[config.mk]
export PLATFORM = sky130hd
export DESIGN_NAME = csb_top
export DESIGN_NICKNAME = d
export VERILOG_FILES = /design/src/design/csb_pkg.sv /design/src/design/cmd_loader.sv /design/src/design/csb_seq.sv /design/src/design/csb_top.sv /design/src/design/pool_lane.sv /design/src/design/result_collect.sv /design/src/design/win_dispatch.sv
export SDC_FILE = /design/constraint.sdc
export NUM_CORES = 1
export LEC_CHECK = 0
export BUFFER_PORTS_ARGS = -buffer_cell sky130_fd_sc_hd__buf_4
export CAP_MARGIN = 20
export CORE_ASPECT_RATIO = 1.75
export CORE_MARGIN = 2
export CORE_UTILIZATION = 45
export DETAILED_ROUTE_END_ITERATION = 10
export GPL_ROUTABILITY_DRIVEN = 0
export GPL_TIMING_DRIVEN = 0
export PLACE_DENSITY = 0.6
export SYNTH_ARGS = -nofsm -noshare
export SYNTH_HDL_FRONTEND = slang
export SYNTH_SLANG_ARGS = --single-unit
[constraint.sdc]
create_clock -name clk -period 11.5 [get_ports clk]
set_input_delay 0.575 -clock clk [delete_from_list [all_inputs] [get_ports clk]]
set_output_delay 0.575 -clock clk [all_outputs]
set_load 0.01 [all_outputs]
[src/design/csb_pkg.sv]
package csb_pkg;

    localparam int NUM_LANE  = 4;                 // Parallel compute lanes
    localparam int LANE_W    = $clog2(NUM_LANE);  // Round-robin pointer width
    localparam int CMD_WORDS = 3;                 // Words per command
    localparam int NUM_PIX   = 4;                 // Pixels in one 2x2 window
    localparam int VAL_W     = 16;                // Lane result width

    // Op codes kept from the full command set
    localparam logic [2:0] OP_CONV = 3'd1;        // 1x1 conv with ReLU
    localparam logic [2:0] OP_MAX  = 3'd4;        // 2x2 max pooling
    localparam logic [2:0] OP_AVG  = 3'd5;        // 2x2 average pooling

    typedef logic signed [7:0] wgt_t;             // One signed weight

    typedef struct packed {
        logic [2:0]         op_type;   // Word 0 bits 2:0
        logic               last;      // Word 0 bit 7
        logic [15:0]        op_num;    // Word 0 bits 31:16, window count
        wgt_t [NUM_PIX-1:0] weight;    // Word 1, weight k at bits 8k+7:8k
        logic [31:0]        res_addr;  // Word 2, first result address
    } cmd_t;

    typedef struct packed {
        logic [2:0]         op_type;
        wgt_t [NUM_PIX-1:0] weight;
    } job_t;

    typedef struct packed {
        logic [NUM_PIX-1:0][7:0] pix;  // Unsigned pixels, pix[0] in bits 7:0
    } win_t;

    typedef struct packed {
        logic [31:0]      addr;
        logic [VAL_W-1:0] val;
    } res_t;

endpackage

[src/design/cmd_loader.sv]
module cmd_loader
    import csb_pkg::*;
(
    input  logic        clk,
    input  logic        rst,
    input  logic        i_cmd_req,
    input  logic [31:0] i_cmd_word,
    output logic        o_cmd_ack,
    input  logic        i_fetch,     // Sequencer wants a command
    output logic        o_cmd_vld,
    output cmd_t        o_cmd
);

    logic [1:0] word_cnt;   // Words whose handshake has completed
    logic       cmd_full;   // All words in, vld pending
    logic       take_word;  // Accept the word on the port

    assign cmd_full  = (word_cnt == 2'(CMD_WORDS));
    // No new word while a command is waiting to be handed over
    assign take_word = i_cmd_req && !o_cmd_ack && i_fetch && !cmd_full && !o_cmd_vld;

    // Four-phase receiver and word counter
    always_ff @(posedge clk or posedge rst) begin
        if (rst) begin
            o_cmd_ack <= 1'b0;
            o_cmd_vld <= 1'b0;
            word_cnt  <= '0;
        end else begin
            o_cmd_vld <= 1'b0;                  // Single-cycle pulse
            if (take_word) begin
                o_cmd_ack <= 1'b1;              // One cycle after req seen
            end else if (o_cmd_ack && !i_cmd_req) begin
                o_cmd_ack <= 1'b0;              // Sender released req
                word_cnt  <= word_cnt + 2'd1;   // Word counts once ack falls
            end else if (cmd_full) begin
                o_cmd_vld <= 1'b1;              // Cycle after last ack fell
                word_cnt  <= '0;
            end
        end
    end

    // Split words into command fields
    always_ff @(posedge clk) begin
        if (take_word) begin
            case (word_cnt)
                2'd0: begin
                    o_cmd.op_type <= i_cmd_word[2:0];
                    o_cmd.last    <= i_cmd_word[7];
                    o_cmd.op_num  <= i_cmd_word[31:16];
                end
                2'd1:    o_cmd.weight   <= i_cmd_word;  // Four packed weights
                default: o_cmd.res_addr <= i_cmd_word;
            endcase
        end
    end

endmodule

[src/design/csb_seq.sv]
module csb_seq
    import csb_pkg::*;
(
    input  logic        clk,
    input  logic        rst,
    input  logic        i_op_en,
    input  logic        i_cmd_vld,
    input  cmd_t        i_cmd,
    output logic        o_fetch,
    output job_t        o_job,
    output logic        o_run,
    output logic [15:0] o_op_num,
    output logic [31:0] o_res_addr,
    input  logic        i_res_done,
    output logic        o_irq
);

    typedef enum logic [2:0] {
        idle      = 3'd0,
        cmd_get   = 3'd1,   // Wait for the loader
        cmd_issue = 3'd2,   // Decide whether there is work
        op_run    = 3'd3,   // Count drained results
        finish    = 3'd4
    } state_t;

    state_t      curr_state;
    state_t      next_state;
    cmd_t        cmd_q;       // Command being executed
    logic [15:0] done_cnt;    // Results drained so far
    logic        op_known;
    logic        op_empty;
    logic        last_done;

    assign op_known  = (cmd_q.op_type == OP_CONV) || (cmd_q.op_type == OP_MAX) ||
                       (cmd_q.op_type == OP_AVG);
    // Unknown ops and zero-length ops complete without windows
    assign op_empty  = !op_known || (cmd_q.op_num == 16'd0);
    assign last_done = i_res_done && ((done_cnt + 16'd1) == cmd_q.op_num);

    always_comb begin
        next_state = curr_state;
        case (curr_state)
            idle:      if (i_op_en) next_state = cmd_get;
            cmd_get:   if (i_cmd_vld) next_state = cmd_issue;
            cmd_issue: begin
                if (!op_empty) next_state = op_run;
                else           next_state = cmd_q.last ? finish : cmd_get;
            end
            op_run:    if (last_done) next_state = cmd_q.last ? finish : cmd_get;
            finish:    next_state = finish;  // Held until reset
            default:   next_state = idle;
        endcase
    end

    always_ff @(posedge clk or posedge rst) begin
        if (rst) begin
            curr_state <= idle;
            done_cnt   <= '0;
            o_irq      <= 1'b0;
        end else begin
            curr_state <= next_state;
            if (curr_state == cmd_issue)
                done_cnt <= '0;
            else if (curr_state == op_run && i_res_done)
                done_cnt <= done_cnt + 16'd1;
            if (curr_state == finish)
                o_irq <= 1'b1;                  // Sticky
        end
    end

    always_ff @(posedge clk) begin
        if (curr_state == cmd_get && i_cmd_vld)
            cmd_q <= i_cmd;
    end

    assign o_fetch        = (curr_state == cmd_get);
    assign o_run          = (curr_state == op_run);   // Low outside an op
    assign o_job.op_type  = cmd_q.op_type;
    assign o_job.weight   = cmd_q.weight;
    assign o_op_num       = cmd_q.op_num;
    assign o_res_addr     = cmd_q.res_addr;

endmodule

[src/design/csb_top.sv]
module csb_top
    import csb_pkg::*;
(
    input  logic        clk,
    input  logic        rst,
    input  logic        i_op_en,
    input  logic        i_cmd_req,   // Command port
    input  logic [31:0] i_cmd_word,
    output logic        o_cmd_ack,
    input  logic        i_win_req,   // Window port
    input  win_t        i_win_data,
    output logic        o_win_ack,
    output logic        o_res_req,   // Result port
    output res_t        o_res,
    input  logic        i_res_ack,
    output logic        o_irq
);

    logic                           fetch;
    logic                           cmd_vld;
    cmd_t                           cmd;
    job_t                           job;
    logic                           run;
    logic [15:0]                    op_num;
    logic [31:0]                    res_addr;
    logic                           res_done;
    win_t                           win;
    logic [NUM_LANE-1:0]            lane_ld;
    logic [NUM_LANE-1:0]            lane_clr;
    logic [NUM_LANE-1:0]            lane_vld;   // Also the lane busy flags
    logic [NUM_LANE-1:0][VAL_W-1:0] lane_val;

    cmd_loader u_loader (
        .clk, .rst, .i_cmd_req, .i_cmd_word, .o_cmd_ack,
        .i_fetch(fetch), .o_cmd_vld(cmd_vld), .o_cmd(cmd)
    );

    csb_seq u_seq (
        .clk, .rst, .i_op_en, .i_cmd_vld(cmd_vld), .i_cmd(cmd), .o_fetch(fetch),
        .o_job(job), .o_run(run), .o_op_num(op_num), .o_res_addr(res_addr),
        .i_res_done(res_done), .o_irq
    );

    win_dispatch u_dispatch (
        .clk, .rst, .i_win_req, .i_win_data, .o_win_ack, .i_run(run), .i_op_num(op_num),
        .i_lane_busy(lane_vld), .o_lane_ld(lane_ld), .o_win(win)
    );

    for (genvar k = 0; k < NUM_LANE; k++) begin : g_lane
        pool_lane u_lane (
            .clk, .rst, .i_ld(lane_ld[k]), .i_win(win), .i_job(job),
            .i_clr(lane_clr[k]), .o_vld(lane_vld[k]), .o_val(lane_val[k])
        );
    end

    result_collect u_collect (
        .clk, .rst, .i_run(run), .i_res_addr(res_addr), .i_lane_vld(lane_vld),
        .i_lane_val(lane_val), .o_lane_clr(lane_clr), .o_res_req, .o_res,
        .i_res_ack, .o_res_done(res_done)
    );

endmodule

[src/design/pool_lane.sv]
module pool_lane
    import csb_pkg::*;
(
    input  logic             clk,
    input  logic             rst,
    input  logic             i_ld,
    input  win_t             i_win,
    input  job_t             i_job,
    input  logic             i_clr,
    output logic             o_vld,
    output logic [VAL_W-1:0] o_val
);

    logic signed [17:0] conv_sum;  // Wide enough for four 9x8 products
    logic [9:0]         pix_sum;
    logic [7:0]         pix_max;
    logic [VAL_W-1:0]   val_nxt;

    always_comb begin
        conv_sum = '0;
        pix_sum  = '0;
        pix_max  = i_win.pix[0];
        for (int k = 0; k < NUM_PIX; k++) begin
            conv_sum = conv_sum + $signed({1'b0, i_win.pix[k]}) * $signed(i_job.weight[k]);
            pix_sum  = pix_sum + 10'(i_win.pix[k]);
            if (i_win.pix[k] > pix_max) pix_max = i_win.pix[k];
        end
        case (i_job.op_type)
            OP_CONV: begin
                if (conv_sum < 0)                 val_nxt = '0;         // ReLU
                else if (conv_sum > 18'sd65535)   val_nxt = '1;         // Clamp to 16 bits
                else                              val_nxt = conv_sum[15:0];
            end
            OP_MAX:  val_nxt = {8'd0, pix_max};
            OP_AVG:  val_nxt = {8'd0, pix_sum[9:2]};  // Divide by four
            default: val_nxt = '0;
        endcase
    end

    always_ff @(posedge clk or posedge rst) begin
        if (rst)         o_vld <= 1'b0;
        else if (i_ld)   o_vld <= 1'b1;   // Result ready next cycle
        else if (i_clr)  o_vld <= 1'b0;   // Collector has taken it
    end

    always_ff @(posedge clk) begin
        if (i_ld) o_val <= val_nxt;
    end

endmodule

[src/design/result_collect.sv]
module result_collect
    import csb_pkg::*;
(
    input  logic                           clk,
    input  logic                           rst,
    input  logic                           i_run,
    input  logic [31:0]                    i_res_addr,
    input  logic [NUM_LANE-1:0]            i_lane_vld,
    input  logic [NUM_LANE-1:0][VAL_W-1:0] i_lane_val,
    output logic [NUM_LANE-1:0]            o_lane_clr,
    output logic                           o_res_req,
    output res_t                           o_res,
    input  logic                           i_res_ack,
    output logic                           o_res_done
);

    typedef enum logic [1:0] {
        ph_idle,    // Waiting on the pointed lane
        ph_req,     // req high, waiting for ack
        ph_rel      // req dropped, waiting for ack to fall
    } phase_t;

    phase_t            phase;
    logic [LANE_W-1:0] rd_ptr;    // Same order as the dispatcher
    logic [31:0]       addr_cnt;
    logic              run_q;     // For run edge detect
    logic              send;

    assign send = (phase == ph_idle) && i_lane_vld[rd_ptr];

    always_ff @(posedge clk or posedge rst) begin
        if (rst) begin
            phase      <= ph_idle;
            rd_ptr     <= '0;
            addr_cnt   <= '0;
            run_q      <= 1'b0;
            o_res_req  <= 1'b0;
            o_lane_clr <= '0;
            o_res_done <= 1'b0;
        end else begin
            run_q      <= i_run;
            o_lane_clr <= '0;
            o_res_done <= 1'b0;
            if (i_run && !run_q)
                addr_cnt <= i_res_addr;         // New op, new base address
            case (phase)
                ph_idle: if (send) begin
                    o_res_req <= 1'b1;
                    phase     <= ph_req;
                end
                ph_req: if (i_res_ack) begin
                    o_res_req          <= 1'b0;
                    o_lane_clr[rd_ptr] <= 1'b1; // Free the lane
                    rd_ptr   <= (rd_ptr == LANE_W'(NUM_LANE - 1)) ? '0 : rd_ptr + 1'b1;
                    addr_cnt <= addr_cnt + 32'd1;
                    phase    <= ph_rel;
                end
                ph_rel: if (!i_res_ack) begin
                    o_res_done <= 1'b1;         // Handshake closed
                    phase      <= ph_idle;
                end
                default: phase <= ph_idle;
            endcase
            if (!i_run)
                rd_ptr <= '0;
        end
    end

    // Result held stable while req is high
    always_ff @(posedge clk) begin
        if (send) begin
            o_res.addr <= addr_cnt;
            o_res.val  <= i_lane_val[rd_ptr];
        end
    end

endmodule

[src/design/win_dispatch.sv]
module win_dispatch
    import csb_pkg::*;
(
    input  logic                clk,
    input  logic                rst,
    input  logic                i_win_req,
    input  win_t                i_win_data,
    output logic                o_win_ack,
    input  logic                i_run,
    input  logic [15:0]         i_op_num,
    input  logic [NUM_LANE-1:0] i_lane_busy,
    output logic [NUM_LANE-1:0] o_lane_ld,
    output win_t                o_win
);

    logic [15:0]         win_cnt;   // Windows taken in this op
    logic [LANE_W-1:0]   rr_ptr;    // Next lane to load
    logic [NUM_LANE-1:0] busy;
    logic                take_win;

    assign busy     = i_lane_busy | o_lane_ld;  // Lane being loaded counts as full
    assign take_win = i_win_req && !o_win_ack && i_run && (win_cnt < i_op_num) &&
                      !busy[rr_ptr];

    always_ff @(posedge clk or posedge rst) begin
        if (rst) begin
            o_win_ack <= 1'b0;
            o_lane_ld <= '0;
            win_cnt   <= '0;
            rr_ptr    <= '0;
        end else begin
            o_lane_ld <= '0;
            if (take_win) begin
                o_win_ack         <= 1'b1;
                o_lane_ld[rr_ptr] <= 1'b1;      // Same cycle as ack rise
                win_cnt           <= win_cnt + 16'd1;
                rr_ptr            <= (rr_ptr == LANE_W'(NUM_LANE - 1)) ? '0 : rr_ptr + 1'b1;
            end else if (o_win_ack && !i_win_req) begin
                o_win_ack <= 1'b0;
            end
            if (!i_run) begin
                win_cnt <= '0;                  // Fresh count per op
                rr_ptr  <= '0;                  // Collector restarts at lane 0 too
            end
        end
    end

    // Shared window bus to all lanes
    always_ff @(posedge clk) begin
        if (take_win)
            o_win <= i_win_data;
    end

endmodule

# Word level (Yosys, flattened, before mapping)
# Cells that the tools add are included.
word_totals:
  in_bits: 70
  ff_bits: 406
  wordCells: 215
  output_inout_bits: 52
classes:
  bitwise_logic: 3
  addsub: 12
  reduce_logical: 51
  n_lt_le_gt_ge: 10
  n_mul: 4
  n_eq_ne: 23
  mux: 65
op_table:
  columns: ["operator", "count"]
  rows:
  - ["$mux W16", 7]
  - ["$mux W32", 3]
  - ["$mul A9 B8 Y17", 4]
  - ["$pmux W16 S3", 1]
  - ["$add A18 B18 Y18", 2]
  - ["$add A16 B1 Y16 const B", 2]
  - ["$add A32 B1 Y32 const B", 1]
  - ["$bmux W16 S2", 1]
  - ["$gt A8 B8 Y1", 3]
  - ["$mux W2", 12]
  - ["$mux W8", 3]
  - ["$mux W1", 23]
  - ["$add A10 B8 Y10", 2]
  - ["$add A18 B17 Y18", 1]
  - ["$gt A18 B17 Y1 const B", 1]
  - ["$lt A18 B1 Y1 const B", 1]
  - ["$reduce_bool A2 Y1", 9]
  - ["$logic_and A1 B1 Y1", 17]
  - ["$eq A16 B16 Y1", 1]
  - ["$logic_not A16 Y1", 1]
  - ["$lt A16 B16 Y1", 1]
  - ["$ne A2 B2 Y1 const B", 8]
  - ["$mux W3", 5]
  - ["$pmux W3 S5", 1]
  - ["other kinds (24)", 58]

# Logic depth before layout (Yosys ltp)
depth:
  ltp_word: 8
  mapped_depth: 38
  mapped_depth_nobuf: 36

# By module
# Synthesis repeated with hierarchy kept, for this count alone.
unflattened:
  hier_cells: 6154
  hier_area_um2: 61651.6
modules_own_cells:
  columns: ["module", "area_per_inst_um2", "n_inst", "seq_area_each_um2", "cells_each"]
  rows:
  - ["pool_lane (g_lane[2].u_lane)", 11906.4, 1, 505.5, 1305]
  - ["pool_lane (g_lane[1].u_lane)", 11875.1, 1, 505.5, 1295]
  - ["pool_lane (g_lane[0].u_lane)", 11805.1, 1, 505.5, 1274]
  - ["pool_lane (g_lane[3].u_lane)", 11730.0, 1, 505.5, 1269]
  - ["csb_seq", 4664.5, 1, 3022.9, 357]
  - ["result_collect", 4255.3, 1, 2517.4, 335]
  - ["cmd_loader", 2777.7, 1, 2622.5, 107]
  - ["win_dispatch", 2637.5, 1, 1536.5, 212]

# Worst setup path before layout
# OpenSTA, ideal clock, no wires.
synth_timing:
  kind: "register -> register"
  from: "register u_dispatch.o_win[17] (netlist bit)"
  to: "register g_lane[0].u_lane.o_val[7], data pin"
  t_arrival_ns: 7.964
  setup_ns: 0.296
  stages_incl_launch_ff: 34
  period_less_slack_ns: 8.260
  t_required_ns: 11.204
  path_buffers: 2
  slack_ns: 3.240
  cell_sequence: "edfxtp_1 > clkbuf_1 > nand2_1 > fa_1 > inv_1 > fa_1 > inv_1 > fa_1 > fa_1 > inv_1 > ha_1 > nor2b_1 > o21ai_0 > nand2_1 > xor2_1 > ha_1 > inv_1 > fa_1 > fa_1 > inv_1 > fa_1 > inv_1 > fa_1 > inv_1 > ha_1 > and3_1 > o31ai_1 > o311ai_1 > a31o_1 > a21oi_1 > xor2_1 > buf_2 > a21o_1 > nand4_1"
synth_via:
  elab_chain_len: 7
  word_cells_on_any_way: 14
  cone_classes: "add/sub: 4; mul: 1; order compare: 4; mux: 5"
synth_lines:
  columns: ["item", "line_no", "rtl"]
  rows:
  - ["start: declaration", "win_dispatch.sv:13", "output win_t o_win"]
  - ["start signal: assignment", "win_dispatch.sv:51", "o_win <= i_win_data;"]
  - ["$mul A9 B8 Y17", "pool_lane.sv:24", "conv_sum = conv_sum + $signed({1'b0, i_win.pix[k]}) * $signed(i_job.weight[k]);"]
  - ["$add A18 B18 Y18", "pool_lane.sv:24", null]
  - ["$add A18 B17 Y18", "pool_lane.sv:24", null]
  - ["$gt A18 B17 Y1", "pool_lane.sv:31", "else if (conv_sum > 18'sd65535) val_nxt = '1;"]
  - ["$mux W16", "pool_lane.sv:31", null]
  - ["$mux W16", "pool_lane.sv:30", "if (conv_sum < 0) val_nxt = '0;"]
  - ["$pmux W16 S3 (*)", "pool_lane.sv:28", "case (i_job.op_type)"]
  - ["net g_lane[0].u_lane.val_nxt[7]", "pool_lane.sv:17", "logic [VAL_W-1:0] val_nxt;"]
  - ["end signal: assignment", "pool_lane.sv:47", "if (i_ld) o_val <= val_nxt;"]
  - ["end: declaration", "pool_lane.sv:11", "output logic [VAL_W-1:0] o_val"]
# The timed path passes the listed nets; every way through them passes the cells marked *.
# A chain may end at the register's enable or synchronous reset.

# Worst setup path in the final report
layout_timing:
  from: "register u_dispatch.o_win[17] (netlist bit)"
  to: "register g_lane[1].u_lane.o_val[2], data pin"
layout_via:
  elab_chain_len: 7
  word_cells_on_any_way: 14
  cone_classes: "add/sub: 4; mul: 1; order compare: 4; mux: 5"
layout_lines:
  columns: ["item", "line_no"]
  rows:
  - ["$mul A9 B8 Y17", null]
  - ["$add A18 B18 Y18", null]
  - ["$add A18 B17 Y18", null]
  - ["$gt A18 B17 Y1", null]
  - ["$mux W16 (2 in series)", null]
  - ["$pmux W16 S3 (*)", null]
  - ["net g_lane[0].u_lane.val_nxt[2]", "pool_lane.sv:17"]
  - ["end signal: assignment", "pool_lane.sv:47"]
  - ["end: declaration", "pool_lane.sv:11"]
# Marks and branches as above.

==> results list <==
- Wire length of the first global-routing pass: 111.5 mm
- In this run, distinct cell masters in the synthesized netlist total 72.
- Combined buffer and inverter count along the critical path: 9
- Among all stages on the critical path, the largest delay is contributed by o41ai_1.
- Launching element type of the critical path: flop
* Overall die area: 63,230 sq um
* Average wire per cell in the routed design: 21.22 um
- Detailed placement finished with a half-perimeter wire length of 57.26 mm.
- The synthesized netlist occupies a cell area of 27,520 sq um.
* Delay of the slowest critical-path stage: 0.71 ns
* Vert. Die Dim: 331.1 um
- The number of hold violations in the final report came to 0.
- At the pin with the least slew margin, the transition time is 1.086 ns.
- Max-cap violations in this run came to 0.
- Mean instance size in the synthesized netlist: 11.34 sq um
- For this configuration, the core starts out at a cell density of 0.4526.
- Synthesis produced a netlist with a net count of 2,958.
* Synthesis Warnings: 0
- Yosys attributes the largest share of cell area to edfxtp_1 34%, fa_1 15%, ha_1 12%, dfrtp_1 8.5%, inv_1 5.7%.
* Critical path arrival: 10.63 ns
- Clock-pin slew reported for the worst setup and hold paths after clock tree synthesis: 0.07 ns
- Minimum period implied by the final worst setup slack: 10.34 ns
- Post-synth top area cell: edfxtp_1
- Number of top-level pins: 122
* Pins over their slew limit: 0
* Setup Crit Path Kind: flop to flop
- The net count of the finished layout is 3,127.
* Fraction of final layout cells sized beyond drive strength 1: 0.09333
- Buffers inserted to repair hold after CTS numbered 0.
* Portion of synthesized cell area occupied by the leading cell type: 0.3405
* FMAX: 96.68 MHz
* Synthesis-to-layout area growth: 12.44%
- Flip-flop and latch count after synthesis: 406
* Most frequently used flop master after synthesis: edfxtp_1
- Antenna cells: 0
* Critical Path End Type: flop
* TritonCTS clock tree: yes
- The tree is rooted in a clkbuf_16.
* Width of the chip: 190.9 um
* Synth async-reset ratio: 0.2315
- After detailed routing, the total wire length is 72.52 mm.
- In this run the worst path has a maximum fanout of 10.
- Among cell families on the critical path, the largest total delay comes from adder cells.
- Maximum level of the CTS H-tree: 2
- Detailed-route via count: 18.59k
* Number of I/O port buffers: 121
* Clock sink count: 406
* Via density per instance: 5.440
- Synthesized netlist cell count: 2,427
* Post-cts repair resize count: 0
- Number of standard-cell rows in the floorplan: 120
* Run status: finished clean
* Pin count of the biggest net entering global routing: 59
- Fin crit share: 0.8994
- For the final routed database, the setup TNS stands at 0 ns.
- Tightest slew margin relative to the limit: 0.2763
* Class of the most critical hold timing path: primary input to asynchronous set/reset pin
* # Post-CTS Setup Buffers: 0
- Clock latency on the worst-skew pair: 0.59 ns
- Pre-antenna DRT Iters: 7
* Number of buffers created by CTS: 38
- In the global route stage, overall resource usage came out at 0.2365.
* Clock Path Buffers: 3
* Critical path required time: 11.79 ns
* Total core area: 60,810 sq um
- Global routing finished with a remaining overflow of 0.
* Final setup violation count: 0
* Most common cell on crit path: fa_1
- Number of nets with antenna violations after routing: 0
- In the routed design, unresolved DRC markers number 0.
- Violation count after the first detailed-routing iteration: 1,037
* Setup repair after global routing missed its margin: false
* EDFF count, synth: 312
- The layout has 5,446 filler cells.
- Worst clock skew: 0.02630 ns
* Post-synthesis sequential area ratio: 0.4259
- The via count of the first global-routing pass came to 19.63k.
- The initial antenna violation count was 0.
-- synthesized netlist by cell type, types with 9 or more instances --
cell      instances
a21oi_1          87
clkbuf_1         44
o31ai_1          23
nor3_1           38
nor2_1          122
mux2i_1          11
a21o_1           25
a311oi_1          9
fa_1            202
nand2b_1         10
dfrtp_1          94
mux4_2           16
a211oi_1         16
and3_1           24
o21ai_0          62
and2_1          170
nor2b_1          21
ha_1            259
edfxtp_1        312
inv_1           421
xor2_1           27
o211ai_1         10
o21bai_1         10
xnor2_1          57
nand2_1         155
nand4_1          19
nand3_1          43
-- flip-flops by register name, summed over array words and instances, names as in the netlist, 2 cells and up --
name and count:
u_collect.o_lane_clr 4, u_dispatch.o_win 32, u_seq.curr_state 3, u_seq.o_res_addr 32, u_dispatch.win_cnt 16, u_dispatch.o_lane_ld 4, u_seq.o_job 35, u_dispatch.rr_ptr 2
g_lane.u_lane.o_vld 4, u_loader.o_cmd 84, u_collect.rd_ptr 2, u_loader.word_cnt 2, u_collect.o_res 48, u_seq.done_cnt 16, g_lane.u_lane.o_val 64, u_seq.o_op_num 16
u_collect.phase 2, u_collect.addr_cnt 32
-- metal layers --
metal  global-route usage  part of all wire  wire length (um)  vias to the layer above
li1                     -                 -                 -                     8573
met1               0.2602              0.36             26380                     9289
met2               0.4328              0.52             37980                      534
met3              0.02821             0.044              3166                      197
met4               0.1434             0.069              4984                        0
met5                    0                 0                 0                        -
-- worst paths after layout --
path	from	end	slack, ns	depth (start not counted)
worst max-delay path	u_dispatch.o_win[17]$_DFFE_PP_	g_lane[1].u_lane.o_val[2]$_DFFE_PP_	1.16	34
worst min-delay path	rst	u_collect.phase[1]$_DFFE_PP0P_	0.04	2
worst max register to register	u_dispatch.o_win[17]$_DFFE_PP_	g_lane[1].u_lane.o_val[2]$_DFFE_PP_	1.16	34
worst min register to register	u_loader.o_cmd[7]$_DFFE_PP_	u_seq.o_res_addr[7]$_DFFE_PP_	0.41	0
max in group asynchronous	rst	u_collect.addr_cnt[13]$_DFF_PP0_	10.76	3
min in group clk	i_win_data[10]	u_dispatch.o_win[10]$_DFFE_PP_	0.15	1
-- cells in the final DEF (no fill, tap or decap), types with 23 or more instances in the layout --
master / netlist / final
xor2_1: 27 / 27
nand3_1: 43 / 43
ha_1: 259 / 259
nand2_1: 155 / 155
buf_4: 3 / 125
inv_1: 421 / 419
edfxtp_1: 312 / 312
nor2_1: 122 / 121
o31ai_1: 23 / 23
o21ai_0: 62 / 62
nor3_1: 38 / 37
fa_1: 202 / 202
a21o_1: 25 / 25
and3_1: 24 / 24
xnor2_1: 57 / 57
and2_1: 170 / 169
a21oi_1: 87 / 86
clkbuf_16: 0 / 40
dfrtp_1: 94 / 94
clkbuf_1: 44 / 47
-- worst reg2reg max path, delay by kind of cell (launching register included) --
kind	cells	cell delay (ns)
and+or+nand+nor	6	1.29
xor gates and xnor gates	2	0.30
adders and majority gates	9	3.91
AOI/OAI and AO/OA	8	2.54
buffers and inverters	9	1.49
DFF	1	0.51
-- cell type report --
cell class	count	area, sq um	share of cell area
multi-input cells	1546	14020	0.4533
well taps	793	992.2	0.03207
flip-flops and latches	406	11720	0.3788
clock buffers	43	1012	0.03271
inverters	421	1583	0.05115
clock inverters	26	344.1	0.01112
repair buffers	129	1047	0.03385
plain buffers	54	217.7	0.007036
-- through the flow --
stage                     area, sq um  setup slack [ns]    util  instances  hold slack [ns]
after CTS                       30940             1.186  0.5088       3418          0.02553
after floorplan                 27520             3.240       -       2427           0.4003
after detailed placement        29590             1.252  0.4865       3349           0.4045
after global routing            30940            0.7571  0.5088       3418          0.05133
after global placement          29420             1.246  0.4838       3341           0.4006
final                           30940             1.157  0.5088       3418          0.03856
-- kinds of logic (layout without fill, tap and decap cells) --
logic type / after synthesis / after routing / synth area share
compound gates: 319 / 319 / 0.07616
xor+xnor: 84 / 84 / 0.02673
fa+ha+maj: 461 / 461 / 0.2647
buf+inv: 475 / 673 / 0.06534
flops: 406 / 406 / 0.4259
mux: 34 / 34 / 0.01996
simple gates: 648 / 648 / 0.1212
Power is left out: the tool's default activity adds up to more than one toggle a clock period on the data nets, which glitch-free logic cannot reach.
